[src/hw/loader_consts.svh]
`ifndef LOADER_CONSTS_SVH
`define LOADER_CONSTS_SVH

// main memory, 16K words
`define MM_ADDR_W 14
`define MM_DATA_W 32

// target memories, 1K words each
`define IM_ADDR_W 10
`define DM_ADDR_W 10
`define DM_DATA_W 16

// word count, needs to hold 1024
`define SIZE_W 11

`define CMD_DEPTH 2   // queue entries == initial host credits
`define MM_RD_LAT 2   // main-memory read latency in cycles

`endif

[src/hw/loader_pkg.sv]
`include "loader_consts.svh"

package loader_pkg;

  typedef enum logic {
    OP_LOAD  = 1'b0,
    OP_CLEAR = 1'b1
  } load_op_e;

  typedef enum logic {
    TGT_IM = 1'b0,
    TGT_DM = 1'b1
  } target_e;

  // one host command, 37 bits
  typedef struct packed {
    load_op_e               op;
    target_e                target;
    logic [`MM_ADDR_W-1:0]  src_addr;
    logic [`IM_ADDR_W-1:0]  dst_addr;
    logic [`SIZE_W-1:0]     size;
  } load_cmd_t;

  typedef logic [`MM_DATA_W-1:0] im_word_t;
  typedef logic [`DM_DATA_W-1:0] dm_word_t;   // low half of a source word

  typedef struct packed {
    logic [`MM_ADDR_W-1:0] addr;
    logic [`MM_DATA_W-1:0] data;
  } mm_write_t;

  typedef struct packed {
    logic [`IM_ADDR_W-1:0] addr;
    logic [`MM_DATA_W-1:0] data;
  } tgt_write_t;

  typedef struct packed {
    target_e  target;
    load_op_e op;
  } done_t;

  // tag of a read in flight
  typedef struct packed {
    target_e               target;
    logic [`IM_ADDR_W-1:0] addr;
  } rd_tag_t;

  typedef enum logic [1:0] {
    ENG_IDLE,
    ENG_ISSUE,
    ENG_DRAIN
  } eng_state_e;

endpackage

[src/hw/load_cmd_decoder.sv]
`timescale 1ns/1ps
`include "loader_consts.svh"

module load_cmd_decoder (
  input  logic                  clock,
  input  logic                  reset,
  input  logic                  cmd_valid,
  input  loader_pkg::load_cmd_t cmd,
  input  logic                  job_ready,
  output logic                  job_valid,
  output loader_pkg::load_cmd_t job,
  output logic                  cmd_credit
);

  localparam int DEPTH = `CMD_DEPTH;
  localparam int PTR_W = (DEPTH > 1) ? $clog2(DEPTH) : 1;
  localparam int CNT_W = $clog2(DEPTH + 1);

  loader_pkg::load_cmd_t queue [DEPTH];
  logic [PTR_W-1:0]      wr_ptr;
  logic [PTR_W-1:0]      rd_ptr;
  logic [CNT_W-1:0]      count;
  logic                  full;
  logic                  push;
  logic                  pop;

  // wraps at DEPTH, which need not be a power of two
  function automatic logic [PTR_W-1:0] next_ptr(input logic [PTR_W-1:0] p);
    if (p == PTR_W'(DEPTH - 1)) begin
      return '0;
    end
    return p + 1'b1;
  endfunction

  assign full       = (count == CNT_W'(DEPTH));
  assign push       = cmd_valid && !full;
  assign job_valid  = (count != '0);
  assign job        = queue[rd_ptr];   // head entry
  assign pop        = job_valid && job_ready;
  assign cmd_credit = pop;             // one credit back per pop

  always_ff @(posedge clock) begin
    if (push) begin
      queue[wr_ptr] <= cmd;
    end
  end

  always_ff @(posedge clock) begin
    if (reset) begin
      wr_ptr <= '0;
      rd_ptr <= '0;
      count  <= '0;
    end else begin
      if (push) wr_ptr <= next_ptr(wr_ptr);
      if (pop)  rd_ptr <= next_ptr(rd_ptr);
      case ({push, pop})
        2'b10:   count <= count + 1'b1;
        2'b01:   count <= count - 1'b1;
        default: count <= count;
      endcase
    end
  end

  // host sent without a credit
  a_credit_ok: assert property (@(posedge clock) disable iff (reset)
    cmd_valid |-> !full)
    else $error("load_cmd_decoder: command while queue full");

endmodule

[config.mk]
export PLATFORM = sky130hd
export DESIGN_NAME = load_cmd_decoder
export DESIGN_NICKNAME = d
export VERILOG_FILES = /design/src/hw/loader_pkg.sv /design/src/hw/load_cmd_decoder.sv
export VERILOG_INCLUDE_DIRS = /design/src /design/src/hw
export SDC_FILE = /design/constraint.sdc
export NUM_CORES = 1
export LEC_CHECK = 0
export BUFFER_PORTS_ARGS = -buffer_cell sky130_fd_sc_hd__buf_2
export CAP_MARGIN = 10
export CORE_MARGIN = 5
export CORE_UTILIZATION = 51
export CTS_BUF_LIST = sky130_fd_sc_hd__clkbuf_16
export DETAILED_ROUTE_END_ITERATION = 6
export PLACE_DENSITY = 0.86
export SLEW_MARGIN = 20
export SYNTH_ARGS = -nofsm -noshare
export SYNTH_HDL_FRONTEND = slang
export SYNTH_SLANG_ARGS = --single-unit
export TNS_END_PERCENT = 50
[constraint.sdc]
create_clock -name clock -period 3.1 [get_ports clock]
set_input_delay 0.62 -clock clock [delete_from_list [all_inputs] [get_ports clock]]
set_output_delay 0.62 -clock clock [all_outputs]
set_load 0.05 [all_outputs]
Word-level counts from Yosys, hierarchy flattened. Memory sizes are Yosys's and may differ from the RTL's. A register that Yosys moved wholly into a read port is not among the register bits. Cells that the tools add are included.

Memories: 1. RAM bits: 74. Bits of input ports: 41. Word-level logic and storage cells: 31. Output and inout port bits: 39. Bits in registers: 4.

Multiplexer cells: 15. Reduce and logical (&&, ||, !) cells: 5. $add $sub $neg: 4. Eq/ne operators: 3.

Memory list: queue (depth 2, bits a word 37, rd ports 1, clocked after Yosys merged registers in 1, write ports 1, RTL line load_cmd_decoder.sv:19) `loader_pkg::load_cmd_t queue [DEPTH];`.

Operators with widths (count): $mux W1 (14); $eq A2 B2 Y1 const B (2); $pmux W2 S2 (1); $reduce_bool A2 Y1 (2); $add A1 B1 Y1 const B (2); $add A2 B1 Y2 const B (1); $eq A2 B1 Y1 const B (1); $logic_and A1 B1 Y1 (2); $sub A2 B1 Y2 const B (1); $logic_not A1 Y1 (1).

Logic depth before layout (Yosys ltp).
Word-level depth: 7. Depth in mapped cells: 6. Depth with buffers taken out: 6.

Worst setup path after synthesis. Ideal clock, no wire load.

Path kind: input-to-reg. From: input port cmd_valid. To: memory queue[1][0] (netlist bit), enable pin. Arrival time: 2.244 ns. Setup slack: 0.425 ns. Setup time: 0.431 ns. Path buffers: 0. Stages: 2. Required time: 2.669 ns. Cell sequence: nand2_1 > nor2_1.

Longest elaborated chain between the ends: 3.

Ends and longest elaborated chain: from (decl) (RTL line load_cmd_decoder.sv:7) `input logic cmd_valid,`; $logic_and A1 B1 Y1 (RTL line load_cmd_decoder.sv:36) `assign push = cmd_valid && !full;`; $mux W1 (RTL line load_cmd_decoder.sv:43) `if (push) begin`; $mux W1 (implied by the code) (RTL line load_cmd_decoder.sv:44) `queue[wr_ptr] <= cmd;`; to (decl) (RTL line load_cmd_decoder.sv:19).

No other way between the ends.

==> flow_summary.yaml <==
status:
  status: "finished, final reports clean"
grt:
  grt_pass1_vias: 1631
  grt_use_total: 0.143
  grt.overflow.total: 0
  grt_max_degree: 38
  antenna_found_initial: 0
  grt_pass1_wl_um: 7730
floorplan:
  start_util: 0.523
  fp.coreArea_um2: 5510
  num_rows: 27
  die_w_um: 85.1
  io_pins: 80
  floorplan.die_area_um2: 7240
  fp.dieH_um: 85.1
clock_network:
  ctsHoldBuffers: 0
  cts_buffers: 9
  ctsHtreeMaxLevel: 3
  root_buffer: "clkbuf_16"
  worstSkewPairLatency_ns: 0.32
  path_clk_slew_ns: 0.05
  post_cts_resized: 0
  clk_path_buf_depth: 2
  post_cts_buffers: 0
  cts_tree: "yes"
  cts_sinks: 79
place:
  postPlaceCellArea_um2: 3390
  dp_hpwl_um: 3280
  place.gp.congestion: 0.697
  dp.cells: 290
  portBuffers: 79
flow_run:
  cap_violations: 0
sta:
  setup_viol: 0
  tns_ns: 0
  fin_crit_sh: 0.752
  fin_worst_skew_ns: 0.00480
  timing.final.crit_period_ns: 2.33
  worst-slew-pin-transition_ns: 0.497
  rsz0062_at_grt: "false"
  report.final.hold_viol_count: 0
  timing.slew.headroom: 0.669
  max_freq_mhz: 429
  slew_violations: 0
  holdWs_ns: 0.487
critical_path:
  critPathMaxFanout: 21
  slowest_stage: "dfxtp_2"
  critPathTopFamily: "flip-flops"
  end_kind: "primary output"
  startpoint_type: "flop"
  cp_data_required_time_ns: 2.48
  path_cells: "buf_12 > mux2_2 > buf_2"
  cpPeakStageDelay_ns: 0.58
  path_buf_inv: 2
  arrival_ns: 1.71
  r2r_setup_slack_ns: 1.51
  path_class: "reg -> out"
detailed_routing:
  drtAntennaViolNets: 0
  route.detailed.drc: 0
  routedWlPerCell_um: 15.9
  viasPerCell: 4.89
  route.vias.total: 1496
  wl_um: 4870
  drtPass1Iterations: 4
  drtIter0Drc: 71
power_and_ir_drop:
  p_leak_nw: 1.40
  ir_drop_uv: 567
  power_density_nw_per_um2: 1010
synthesis:
  ys_seq_elements: 79
  ys_seq_area_frac: 0.807
  synth_cells: 140
  syn-num-nets: 182
  synth.yosys.warnings: 0
  synth_cell_type_count: 18
  synth_area_per_cell_um2: 20.6
  syn-cell-area_um2: 2880
final_layout:
  num_antenna_cells: 0
  stdcell_count: 306
  final_common_cell: "buf_2"
  final_cell_area_um2: 3670
  fin_util: 0.666
  layout_common_cells: "79 x buf_2, 74 x edfxtp_1, 37 x mux2_2, 9 x clkbuf_16, 5 x inv_1"
  finalNetCount: 271
  area_growth_pct: 27.5
  drive_gt1_frac: 0.573
min_path:
  hold_class: "in -> reg"
layer usage:
metal  wire (um)  GRT usage  vias to the layer above  part of all wire
met5           0          0                        -                 0
met4          65     0.0777                        0             0.013
met3         484     0.0495                        5             0.099
met2        2310      0.222                       72              0.47
met1        2010      0.175                      693              0.41
li1            -          -                      726                 -
report_power, final:
group | internal [mW] | leakage [nW] | switching (mW)
sequential | 1.35 | 0.734 | 0.0773
combinational | 0.387 | 0.521 | 0.933
clock | 0.609 | 0.147 | 0.359
total | 2.35 | 1.40 | 1.37
state kept, by name, summed over array words and instances, names as in the netlist, named ones only:
name / count
rd_ptr: 1
wr_ptr: 1
count: 2
queue: 74
cells in the mapped netlist:
library cell / instances / share of area
edfxtp_1: 74 / 0.77
mux2_2: 37 / 0.14
dfxtp_1: 5 / 0.035
buf_2: 4 / 0.0070
nor2_1: 4 / 0.0052
a21oi_1: 2 / 0.0035
inv_1: 2 / 0.0026
xnor2_1: 2 / 0.0061
a21o_1: 1 / 0.0026
ha_1: 1 / 0.0043
nand2_1: 1 / 0.0013
nand2b_1: 1 / 0.0022
nand3_1: 1 / 0.0017
o21a_1: 1 / 0.0026
o21ai_0: 1 / 0.0017
or2_2: 1 / 0.0022
or3_1: 1 / 0.0022
xor2_1: 1 / 0.0030
cells by family after synthesis:
| family | after synthesis | share of synthesized area |
|---|---|---|
| XOR/XNOR | 3 | 0.00913 |
| adder cells (fa/ha/maj) | 1 | 0.00435 |
| buffers and inverters | 6 | 0.00957 |
| AND/OR/NAND/NOR | 9 | 0.0148 |
| multiplexers | 37 | 0.145 |
| AO/OA/AOI/OAI | 5 | 0.0104 |
| flip-flops | 79 | 0.807 |
area by class of cell:
class	count	area (um^2)
sequential	79	2320
fill	379	1840
multi-input combinational	55	536
timing repair buffer	82	430
clock buffer	9	225
tap	72	90.1
clock inverter	7	57.6
inverter	2	7.51
worst paths after layout:
| check | from | endpoint | depth (start not counted) |
|---|---|---|---|
| setup / recovery | flop | job[7] | 3 |
| hold / removal | cmd[32] | queue[1][32] | 1 |
| setup reg to reg | count[0] | count[1] | 5 |
| hold reg to reg | rd_ptr | flop | 2 |
stage by stage:
| stage | setup WS [ns] | total power, mW |
|---|---|---|
| CTS | 0.730 | 3.77 |
| floorplan | 0.425 | 2.49 |
| global route | 0.673 | 3.90 |
| finish | 0.770 | 3.72 |
| detailed placement | 1.09 | 2.79 |
| global placement | 1.08 | 2.77 |
No activity file was read; power rests on OpenSTA's default activity.
