==> src/hw/loader_consts.svh <==
`ifndef LOADER_CONSTS_SVH
`define LOADER_CONSTS_SVH

// main memory, 16K words
`define MM_ADDR_W 14
`define MM_DATA_W 32

// target memories, 1K words each
`define IM_ADDR_W 10
`define DM_ADDR_W 10
`define DM_DATA_W 16

// word count, needs to hold 1024
`define SIZE_W 11

`define CMD_DEPTH 2   // queue entries == initial host credits
`define MM_RD_LAT 2   // main-memory read latency in cycles

`endif

==> src/hw/loader_pkg.sv <==
`include "loader_consts.svh"

package loader_pkg;

  typedef enum logic {
    OP_LOAD  = 1'b0,
    OP_CLEAR = 1'b1
  } load_op_e;

  typedef enum logic {
    TGT_IM = 1'b0,
    TGT_DM = 1'b1
  } target_e;

  // one host command, 37 bits
  typedef struct packed {
    load_op_e               op;
    target_e                target;
    logic [`MM_ADDR_W-1:0]  src_addr;
    logic [`IM_ADDR_W-1:0]  dst_addr;
    logic [`SIZE_W-1:0]     size;
  } load_cmd_t;

  typedef logic [`MM_DATA_W-1:0] im_word_t;
  typedef logic [`DM_DATA_W-1:0] dm_word_t;   // low half of a source word

  typedef struct packed {
    logic [`MM_ADDR_W-1:0] addr;
    logic [`MM_DATA_W-1:0] data;
  } mm_write_t;

  typedef struct packed {
    logic [`IM_ADDR_W-1:0] addr;
    logic [`MM_DATA_W-1:0] data;
  } tgt_write_t;

  typedef struct packed {
    target_e  target;
    load_op_e op;
  } done_t;

  // tag of a read in flight
  typedef struct packed {
    target_e               target;
    logic [`IM_ADDR_W-1:0] addr;
  } rd_tag_t;

  typedef enum logic [1:0] {
    ENG_IDLE,
    ENG_ISSUE,
    ENG_DRAIN
  } eng_state_e;

endpackage

==> src/hw/copy_engine.sv <==
`timescale 1ns/1ps
`include "loader_consts.svh"

module copy_engine (
  input  logic                   clock,
  input  logic                   reset,
  input  logic                   job_valid,
  input  loader_pkg::load_cmd_t  job,
  input  logic [`MM_DATA_W-1:0]  rd_data,
  output logic                   job_ready,
  output logic                   rd_en,
  output logic [`MM_ADDR_W-1:0]  rd_addr,
  output logic                   im_wr_en,
  output logic                   dm_wr_en,
  output loader_pkg::tgt_write_t tgt_wr,
  output logic                   done_valid,
  output loader_pkg::done_t      done
);

  localparam int LAT     = `MM_RD_LAT;
  localparam int DRAIN_W = $clog2(LAT + 1);

  loader_pkg::eng_state_e state;
  loader_pkg::load_op_e   cur_op;
  loader_pkg::target_e    cur_tgt;
  logic [`MM_ADDR_W-1:0]  src_addr;
  logic [`IM_ADDR_W-1:0]  dst_addr;
  logic [`SIZE_W-1:0]     remaining;
  logic [DRAIN_W-1:0]     drain_cnt;
  logic                   accept;
  logic                   issuing;
  logic                   clearing;
  logic [LAT-1:0]         pipe_v;
  loader_pkg::rd_tag_t    pipe_tag [LAT];

  assign job_ready = (state == loader_pkg::ENG_IDLE);
  assign accept    = job_valid && job_ready;
  assign issuing   = (state == loader_pkg::ENG_ISSUE);
  assign rd_en     = issuing && (cur_op == loader_pkg::OP_LOAD);
  assign clearing  = issuing && (cur_op == loader_pkg::OP_CLEAR);
  assign rd_addr   = src_addr;

  assign done.target = cur_tgt;
  assign done.op     = cur_op;

  // clear writes straight from the counters and load from the tail of the pipe
  always_comb begin
    if (clearing) begin
      im_wr_en    = (cur_tgt == loader_pkg::TGT_IM);
      dm_wr_en    = (cur_tgt == loader_pkg::TGT_DM);
      tgt_wr.addr = dst_addr;
      tgt_wr.data = '0;
    end else begin
      im_wr_en    = pipe_v[LAT-1] && (pipe_tag[LAT-1].target == loader_pkg::TGT_IM);
      dm_wr_en    = pipe_v[LAT-1] && (pipe_tag[LAT-1].target == loader_pkg::TGT_DM);
      tgt_wr.addr = pipe_tag[LAT-1].addr;
      tgt_wr.data = rd_data;
    end
  end

  always_ff @(posedge clock) begin
    if (reset) begin
      state      <= loader_pkg::ENG_IDLE;
      done_valid <= 1'b0;
    end else begin
      done_valid <= 1'b0;
      case (state)
        loader_pkg::ENG_IDLE: begin
          if (accept) begin
            if (job.size == '0) done_valid <= 1'b1;   // nothing to move
            else                state      <= loader_pkg::ENG_ISSUE;
          end
        end
        loader_pkg::ENG_ISSUE: begin
          if (remaining == `SIZE_W'(1)) begin
            if (cur_op == loader_pkg::OP_LOAD) begin
              state <= loader_pkg::ENG_DRAIN;   // reads still in flight
            end else begin
              state      <= loader_pkg::ENG_IDLE;
              done_valid <= 1'b1;
            end
          end
        end
        loader_pkg::ENG_DRAIN: begin
          if (drain_cnt == '0) begin
            state      <= loader_pkg::ENG_IDLE;
            done_valid <= 1'b1;
          end
        end
        default: state <= loader_pkg::ENG_IDLE;
      endcase
    end
  end

  always_ff @(posedge clock) begin
    if (accept) begin
      cur_op    <= job.op;
      cur_tgt   <= job.target;
      src_addr  <= job.src_addr;
      dst_addr  <= job.dst_addr;
      remaining <= job.size;
      drain_cnt <= DRAIN_W'(LAT - 1);
    end else if (issuing) begin
      src_addr  <= src_addr + 1'b1;   // wraps at 14 bits
      dst_addr  <= dst_addr + 1'b1;
      remaining <= remaining - 1'b1;
    end else if (state == loader_pkg::ENG_DRAIN) begin
      drain_cnt <= drain_cnt - 1'b1;
    end
  end

  // read tags aligned with main-memory latency
  always_ff @(posedge clock) begin
    pipe_tag[0].target <= cur_tgt;
    pipe_tag[0].addr   <= dst_addr;
    for (int i = 1; i < LAT; i++) begin
      pipe_tag[i] <= pipe_tag[i-1];
    end
  end

  always_ff @(posedge clock) begin
    if (reset) begin
      pipe_v <= '0;
    end else begin
      pipe_v[0] <= rd_en;
      for (int i = 1; i < LAT; i++) begin
        pipe_v[i] <= pipe_v[i-1];
      end
    end
  end

  // a load write must never meet a clear write
  a_one_target: assert property (@(posedge clock) disable iff (reset)
    !(clearing && pipe_v[LAT-1]))
    else $error("copy_engine: clear and load write in one cycle");

  // no new job while reads are issued or still in flight
  a_busy: assert property (@(posedge clock) disable iff (reset)
    (rd_en || (|pipe_v)) |-> !job_ready)
    else $error("copy_engine: ready while reads are in flight");

endmodule

==> config.mk <==
export PLATFORM = sky130hd
export DESIGN_NAME = copy_engine
export DESIGN_NICKNAME = d
export VERILOG_FILES = /design/src/hw/loader_pkg.sv /design/src/hw/copy_engine.sv
export VERILOG_INCLUDE_DIRS = /design/src /design/src/hw
export SDC_FILE = /design/constraint.sdc
export NUM_CORES = 1
export LEC_CHECK = 0
export ABC_AREA = 0
export BUFFER_PORTS_ARGS = -buffer_cell sky130_fd_sc_hd__buf_4
export CORE_ASPECT_RATIO = 2
export CORE_MARGIN = 4
export CORE_UTILIZATION = 30
export DETAILED_ROUTE_END_ITERATION = 8
export GPL_ROUTABILITY_DRIVEN = 0
export MAX_ROUTING_LAYER = met4
export PLACE_DENSITY = 0.53
export SLEW_MARGIN = 20
export SYNTH_ARGS = -nofsm -noshare
export SYNTH_HDL_FRONTEND = slang
export SYNTH_SLANG_ARGS = --single-unit
==> constraint.sdc <==
create_clock -name clock -period 3.7 [get_ports clock]
set_input_delay 0.74 -clock clock [delete_from_list [all_inputs] [get_ports clock]]
set_output_delay 0.74 -clock clock [all_outputs]
set_load 0.1 [all_outputs]
[Word level (Yosys, flattened, before mapping)]
Memories as Yosys holds them, arrays and structs flattened.
Index checks and enable logic that the tools add are counted.
Storage, ports and cells
  register bits after elaboration: 44
  bits in writable memories: 22
  bits of input ports: 72
  output and inout bits: 63
  memories: 1
Memories
  pipe_tag: words 2, width 11, read ports 2, clocked after Yosys merged registers in 0, wr ports 2, RTL line copy_engine.sv:34  | loader_pkg::rd_tag_t pipe_tag [LAT];
Operators by class
  add/subtract/negate cells: 4
  equal/unequal tests: 7
  multiplexer cells: 21
  bitwise logic cells: 4
  reduce and logical (&&, ||, !) cells: 11
Operators by type and width (count)
  42-bit two-way mux: 1
  14-bit two-way mux: 2
  11-bit two-way mux: 2
  10-bit two-way mux: 2
  14-bit by 1-bit adder with 14-bit output (second input constant): 1
  11-bit by 1-bit equality test with 1-bit output (second input constant): 1
  11-bit zero test: 1
  11-bit by 1-bit subtractor with 11-bit output (second input constant): 1
  10-bit by 1-bit adder with 10-bit output (second input constant): 1
  2-bit two-way mux: 5
  1-bit two-way mux: 7
  2-bit one-hot mux with 3 select lines: 1
  1-bit logical AND: 5
  2-bit zero test: 2
  2-bit by 1-bit inequality test with 1-bit output (second input constant): 2
  2-bit inequality test (second input constant): 2
  1-bit NOT: 4
  4-bit AND reduction: 1
  1-bit one-hot mux with 3 select lines: 1
  2-bit by 1-bit equality test with 1-bit output (second input constant): 1
  2-bit equality test (second input constant): 1
  2-bit AND reduction: 1
  2-bit nonzero test: 1
  2-bit by 1-bit subtractor with 2-bit output (second input constant): 1

[Depth between registers and ports, before layout]
Gate-level depths: netlist of run 1.
  depth after elaboration: 4
  gate-level depth with buffers: 6
  gate-level depth less buffers: 6

[Worst setup path before layout of run 1]
OpenSTA, ideal clock, no wires.
  path type: register to output
  from: register state[0]
  to: output im_wr_en
  data arrival time: 3.103 ns
  setup slack: -0.143 ns
  cell stages (with the launch flop): 6
  buffers on the path: 2
  path through: dfxtp_1 > nor2b_2 > nand2_1 > buf_2 > buf_2 > o21ai_0
Between the ends
  cells in the longest elaborated chain, start to end: 3
RTL lines
  from (decl): RTL line copy_engine.sv:23  | loader_pkg::eng_state_e state;
  from (signal assigned): RTL line copy_engine.sv:63  | state <= loader_pkg::ENG_IDLE;
  from (signal assigned): RTL line copy_engine.sv:71  | else state <= loader_pkg::ENG_ISSUE;
  from (signal assigned): RTL line copy_engine.sv:77  | state <= loader_pkg::ENG_DRAIN;
  2-bit by 1-bit equality test with 1-bit output: RTL line copy_engine.sv:38  | assign issuing = (state == loader_pkg::ENG_ISSUE);
  1-bit logical AND: RTL line copy_engine.sv:40  | assign clearing = issuing && (cur_op == loader_pkg::OP_CLEAR);
  1-bit two-way mux: RTL line copy_engine.sv:48  | if (clearing) begin
  to (decl): RTL line copy_engine.sv:13  | output logic im_wr_en,
Every way passes these cells.

==> summary.md, run 1 <==
| Metric | Value |
|---|---|
| # rows | `52` |
| Resize count post-CTS | `0` |
| Port bufs | `around 130` |
| Mean Syn Cell Area | `9.94 um^2` |
| Number of setup buffers added after CTS | `0` |
| First-pass GRT wire length | `between 10 and 15 mm` |
| Worst slew margin | `0.394` |
| Htree depth | `3` |
| Setup violators final | `0` |
| Most frequent cells in the layout | `136 x buf_4, 48 x nand2_1, 37 x edfxtp_1, 33 x o21ai_0, 32 x and2_1` |
| CP max FO | `28` |
| Num CTS Buffers | `9` |
| Maximum Capacitance Violations | `0` |
| Largest net degree at the start of global routing | `a little over 60` |
| Final Hold Vio Count | `0` |
| Detailed placer's ending HPWL | `roughly 6.7 mm` |
| DRT iter0 DRCs | `115` |
| Final hold slack | `~0.32 ns` |
| Via density | `4.57` |
| Drt wl/cell | `between 10 and 15 um` |
| Final #Nets | `530` |
| Grt ovf | `0` |
| WP data arrival | `2.34 ns` |
| Unrepaired setup endpoints after global routing | `false` |
| Initial Utilization | `0.310` |
| Peak VDD IR | `273 uV` |
| Residual DRC | `0` |
| Post-synthesis cell type count | `33` |
| Number of I/O pins | `135` |
| Post-Place Worst Slack | `0.925 ns` |
| Synthesized instance count | `319` |
| All-Layer GR Usage | `0.148` |
| Sequential-to-total area share from yosys stat | `0.534` |
| Clk_skew | `0.00641 ns` |
| Most common cell after layout, fill and taps aside | `buf_4` |
| Post-synth ARST share | `0` |
| Overall power consumption | `2.90 mW` |
| Slew @ Worst Pin | `slightly above 0.9 ns` |
| Vias | `2,709` |
| Number of warnings issued by yosys | `0` |
| DRT antenna net count | `0` |
| WS Path Type | `register to output pin` |
| Clock Path Buffers | `2` |
| Drt pass-1 iters | `4` |
| Initial antenna violation count | `0` |
| Die W | `80.7 um` |
| Fmax | `324 MHz` |
| Layout cells sized above 1 | `0.367` |
| Post-Syn Area | `3170 um^2` |
| Tcrit/Tclk final | `0.833` |
| Vias in the first global route | `~2,800` |
| Number of flops mapped to enable cells by yosys | `37` |
| Number of fill cells | `1,000` |
| Flops & latches, synth | `66` |
| CP Capture Type | `output pin` |
| # hold bufs at CTS | `0` |
| Die Span Y | `153 um` |
| Worst min path class | `register to register` |
| Clk_lat worst skew | `between 0.3 and 0.4 ns` |
| Startpoint types | `register` |
| CTS tree | `built` |
| Antenna cells | `0` |
| Clk root buf | `clkbuf_16` |
| Prevailing post-synth register cell | `edfxtp_1` |
| Pleak | `1.95 nW` |
| DRT Wirelength | `8.77 mm` |
| Post-route worst setup slack | `0.616 ns` |
| Fin crit period | `3.08 ns` |
| Area grow syn2layout | `46.7%` |
| Pwr dens | `~620 nW/um^2` |
| Syn nets | `about 400` |
| CP required | `2.96 ns` |
| Status | `complete, no violations` |
| Clock slew at reported path FFs | `~0.060 ns` |
| DIE AREA | `around 12,000 um^2` |
| Sink Count | `66` |
| Slew Limit Fails | `0` |
| Core area | `a little over 10,000 um^2` |
==> cell type report <==
type	count	area, um^2	area share
tap	135	169	0.0363
multi-input combinational	227	1370	0.295
clock inverter	5	57.6	0.0124
timing repair buffer	137	1040	0.224
sequential	66	1690	0.364
clock buffer	11	275	0.0592
inverter	12	45.0	0.00969
==> routing by layer <==
layer  part of all wire  vias to the layer above  track usage
li1                   -                     1356            -
met1               0.35                     1246        0.139
met2               0.56                       98        0.278
met3              0.069                        9       0.0289
met4              0.024                        0       0.0653
met5                  0                        -            -
==> stage by stage <==
stage                     instance area [um^2]  TNS, ns  std cells   util
after CTS                                 4630        0        592  0.453
after global routing                      4650        0        593  0.455
after detailed placement                  4300        0        576  0.421
after floorplan                           3170   -0.429        319      -
final                                     4650        0        593  0.455
after global placement                    4300        0        576  0.421
==> cell families (layout without fill, tap and decap cells) <==
logic type | after synthesis | count (layout) | share of synthesized area
buffers and inverters | 26 | 165 | 0.0363
muxes | 8 | 8 | 0.0284
xor gates and xnor gates | 29 | 29 | 0.0801
DFF | 66 | 66 | 0.534
and+or+nand+nor | 142 | 142 | 0.229
adders and majority gates | 5 | 5 | 0.0197
AOI/OAI and AO/OA | 43 | 43 | 0.0730
==> report_power, final <==
group / total [mW] / switching [mW] / internal [mW]
registers: 1.00 / 0.0929 / 0.908
logic: 0.985 / 0.731 / 0.254
clock network: 0.914 / 0.311 / 0.603
==> path summary, 6_finish.rpt <==
| path | from | endpoint | slack, ns | cells past startpoint |
|---|---|---|---|---|
| setup / recovery | state[1]$_SDFFE_PP0P_ | tgt_wr[14] | 0.62 | 5 |
| hold / removal | pipe_tag[0][8]$_DFF_P_ | pipe_tag[0][19]$_DFF_P_ | 0.32 | 0 |
| setup reg to reg | state[1]$_SDFFE_PP0P_ | remaining[8]$_DFFE_PP_ | 1.79 | 4 |
| hold reg to reg | pipe_tag[0][8]$_DFF_P_ | pipe_tag[0][19]$_DFF_P_ | 0.32 | 0 |
==> registers in the layout (all words and copies together), names as in the netlist <==
register    count
rd_addr        14
state           2
pipe_v          2
cur_op          1
pipe_tag       22
dst_addr       10
drain_cnt       2
remaining      11
done_valid      1
cur_tgt         1
==> synth_stat cells, drive strengths merged (3+ instances only) <==
master / number / share of area
nand3b: 3 / 0.0071
nor3: 8 / 0.013
a21oi: 6 / 0.0095
o21ai: 34 / 0.054
dfxtp: 29 / 0.18
ha: 5 / 0.020
nand4: 3 / 0.0059
nand2: 48 / 0.057
and2: 32 / 0.063
nor4: 8 / 0.022
xnor2: 19 / 0.052
nor2: 20 / 0.024
nand3: 14 / 0.024
nor2b: 3 / 0.0067
edfxtp: 37 / 0.35
mux2: 8 / 0.028
clkbuf: 4 / 0.0047
inv: 12 / 0.014
buf: 10 / 0.017
xor2: 10 / 0.028
==> critical path, cell delays in order (launching register included) <==
cell and delay (ns):
dfxtp_1 0.51, nor2b_2 0.11, nand2_1 0.62, buf_4 0.32
and2_1 0.15, buf_4 0.29
Power figures use the tool's default switching activity.
==> run 2, diff against run 1 <==
PLACE_DENSITY = 0.55   (was 0.53)
clock period = 2.83 ns   (was 3.7 ns; I/O delays follow)
==> run 2 against run 1 <==
Against the previous run:
- worst setup slack lost 0.38 ns
- core utilization down 0.34 points
- cell count is 0.17% higher
- critical path type unchanged
- largest cell class unchanged
- highest routed layer unchanged
==> summary.md, run 2 (synthesis gave the netlist of run 1 again) <==
| Metric | Value |
|---|---|
| First-pass GRT wire length | `13.2 mm (-3.5%)` |
| Vias | `2,709 (unchanged)` |
| Most frequent cells in the layout | `137 x buf_4, 48 x nand2_1, 37 x edfxtp_1, 32 x and2_1, 30 x o21ai_0` |
| Num CTS Buffers | `9 (unchanged)` |
| Clock slew at reported path FFs | `0.05 ns (about the same)` |
| CP Capture Type | `output pin` |
| Flip-flop count of the largest register after layout | `22 (unchanged)` |
| Pleak | `1.93 nW (-0.99%)` |
| DIE AREA | `12,400 um^2 (unchanged)` |
| Initial antenna violation count | `0 (unchanged)` |
| Port bufs | `134 (unchanged)` |
| Combinational fraction of design power | `0.353 (+0.013)` |
| Maximum Capacitance Violations | `0 (unchanged)` |
| Final hold slack | `0.324 ns (-0.00129 ns)` |
| Clk_lat worst skew | `0.33 ns (about the same)` |
| Drt wl/cell | `14.3 um (-3.2%)` |
| DRT Wirelength | `8.51 mm (-3.0%)` |
| Grt ovf | `0 (unchanged)` |
| Setup violators final | `0 (unchanged)` |
| Die W | `80.7 um (unchanged)` |
| Peak VDD IR | `441 uV (+62%)` |
| Sw Ratio | `0.399 (+0.00792)` |
| Area grow syn2layout | `45.6%` |
| Drt pass-1 iters | `4 (unchanged)` |
| Via density | `4.56 (-0.17%)` |
| Resize count post-CTS | `0 (unchanged)` |
| Placed cell area | `4330 um^2 (+0.76%)` |
| Sink Count | `66 (unchanged)` |
| Clk root buf | `clkbuf_16` |
| Clk_skew | `0.00553 ns (-0.000878 ns)` |
| Internal Pwr Total | `2.19 mW (+24%)` |
| Most Frequent Cell on Critical Path | `buf_4` |
| DRT antenna net count | `0 (unchanged)` |
| Number of fill cells | `991 (-0.90%)` |
| CP cell instances | `nor2b_2 -> nand2_1 -> buf_4 -> mux2_2 -> buf_4` |
| # hold bufs at CTS | `0 (unchanged)` |
| R2R Setup Slk | `1.00 ns (-0.79 ns)` |
| Number of setup buffers added after CTS | `0 (unchanged)` |
| Initial Utilization | `0.310 (unchanged)` |
| # rows | `52 (unchanged)` |
| All-Layer GR Usage | `0.144 (-0.00431)` |
| Die Span Y | `153 um (unchanged)` |
| Clock Path Buffers | `2 (unchanged)` |
| Slew @ Worst Pin | `0.494 ns (-0.415 ns)` |
| Vias in the first global route | `2,758 (-2.8%)` |
| Unrepaired setup endpoints after global routing | `false` |
| Worst slew margin | `0.671 (+0.277)` |
| Tcrit/Tclk final | `0.915` |
| Final #Nets | `531 (+0.19%)` |
| CP required | `2.26 ns (-0.70 ns)` |
| Pwr dens | `789 nW/um^2 (+27%)` |
| Core area | `10,200 um^2 (unchanged)` |
| Final Hold Vio Count | `0 (unchanged)` |
| Detailed placer's ending HPWL | `6.58 mm (-1.6%)` |
| Worst min path class | `register to register` |
| Number of I/O pins | `135 (unchanged)` |
| Largest net degree at the start of global routing | `49 (-21%)` |
| Fin crit period | `2.59 ns` |
| Crit-path max cell delay | `0.53 ns (-0.09 ns)` |
| Most common cell after layout, fill and taps aside | `buf_4` |
| WP data arrival | `2.02 ns (-0.32 ns)` |
| Fmax | `386 MHz` |
| Crit path max-delay family | `buffers and inverters` |
| Slew Limit Fails | `0 (unchanged)` |
| Status | `complete, no violations` |
| Final Instance Area | `4620 um^2 (-0.75%)` |
| CTS tree | `built` |
| DRT iter0 DRCs | `138 (+20%)` |
| Antenna cells | `0 (unchanged)` |
| Setup TNS Final | `0 ns (unchanged)` |
| Net load switching power | `1.45 mW (+28%)` |
| Startpoint types | `register` |
| Worst Path Buf+Inv | `2 (unchanged)` |
| CP max FO | `47 (+68%)` |
| Flop pwr share | `0.359 (+0.014)` |
| WS Path Type | `register to output pin` |
| Slowest stage cell, crit path | `dfxtp_1` |
| Reg with most FFs | `pipe_tag` |
| Htree depth | `3 (unchanged)` |
| Overall power consumption | `3.64 mW (+26%)` |
| Clk network pwr share | `0.288 (-0.027)` |
| Residual DRC | `0 (unchanged)` |
| Layout cells sized above 1 | `0.364 (-0.00298)` |
## run 2: power groups by stage
| stage | clock [mW] | combinational [mW] | sequential [mW] |
|---|---|---|---|
| 6_report | 1.05 | 1.28 | 1.31 |
| 4_1_cts | 1.08 | 1.30 | 1.31 |
| 2_1_floorplan | 0 | 0.774 | 1.52 |
| 3_3_place_gp | 0 | 1.29 | 1.33 |
| 3_5_place_dp | 0 | 1.30 | 1.33 |
| 5_1_grt | 1.12 | 1.35 | 1.33 |
## run 2: stage by stage
stage | utilization | std cells | worst slack, ns
floorplan | - | 319 | -0.0841
global placement | 0.424 | 578 | 0.626
detailed placement | 0.424 | 578 | 0.567
CTS | 0.452 | 594 | 0.203
global route | 0.452 | 594 | 0.110
finish | 0.452 | 594 | 0.241
## run 2: worst reg2reg max path, cell delays in order, from the launching register on
cell	delay, ns
edfxtp_1	0.45
ha_1	0.23
nand3_1	0.22
nor4_1	0.43
xnor2_1	0.17
o21ai_1	0.07
## run 2: layer usage
layer | wire (um) | global-route usage
met1 | 2810 | 0.134
met2 | 4860 | 0.267
met3 | 657 | 0.0359
met4 | 177 | 0.0612
met5 | 0 | -
## run 2: cell type report
cell class	count	area [um^2]	share of cell area
sequential	66	1690	0.366
multi-input combinational	227	1380	0.298
timing repair buffer	138	1050	0.227
clock buffer	14	275	0.0596
tap	135	169	0.0366
inverter	12	45.0	0.00976
clock inverter	2	10.0	0.00217
## run 2: worst paths after layout
| kind | startpoint | end | depth (start not counted) |
|---|---|---|---|
| worst min register to register | pipe_tag[0][3]$_DFF_P_ | pipe_tag[0][14]$_DFF_P_ | 0 |
| worst min-delay path | pipe_tag[0][3]$_DFF_P_ | pipe_tag[0][14]$_DFF_P_ | 0 |
| worst max-delay path | state[1]$_SDFFE_PP0P_ | tgt_wr[33] | 5 |
| worst max register to register | rd_addr[0]$_DFFE_PP_ | rd_addr[12]$_DFFE_PP_ | 5 |
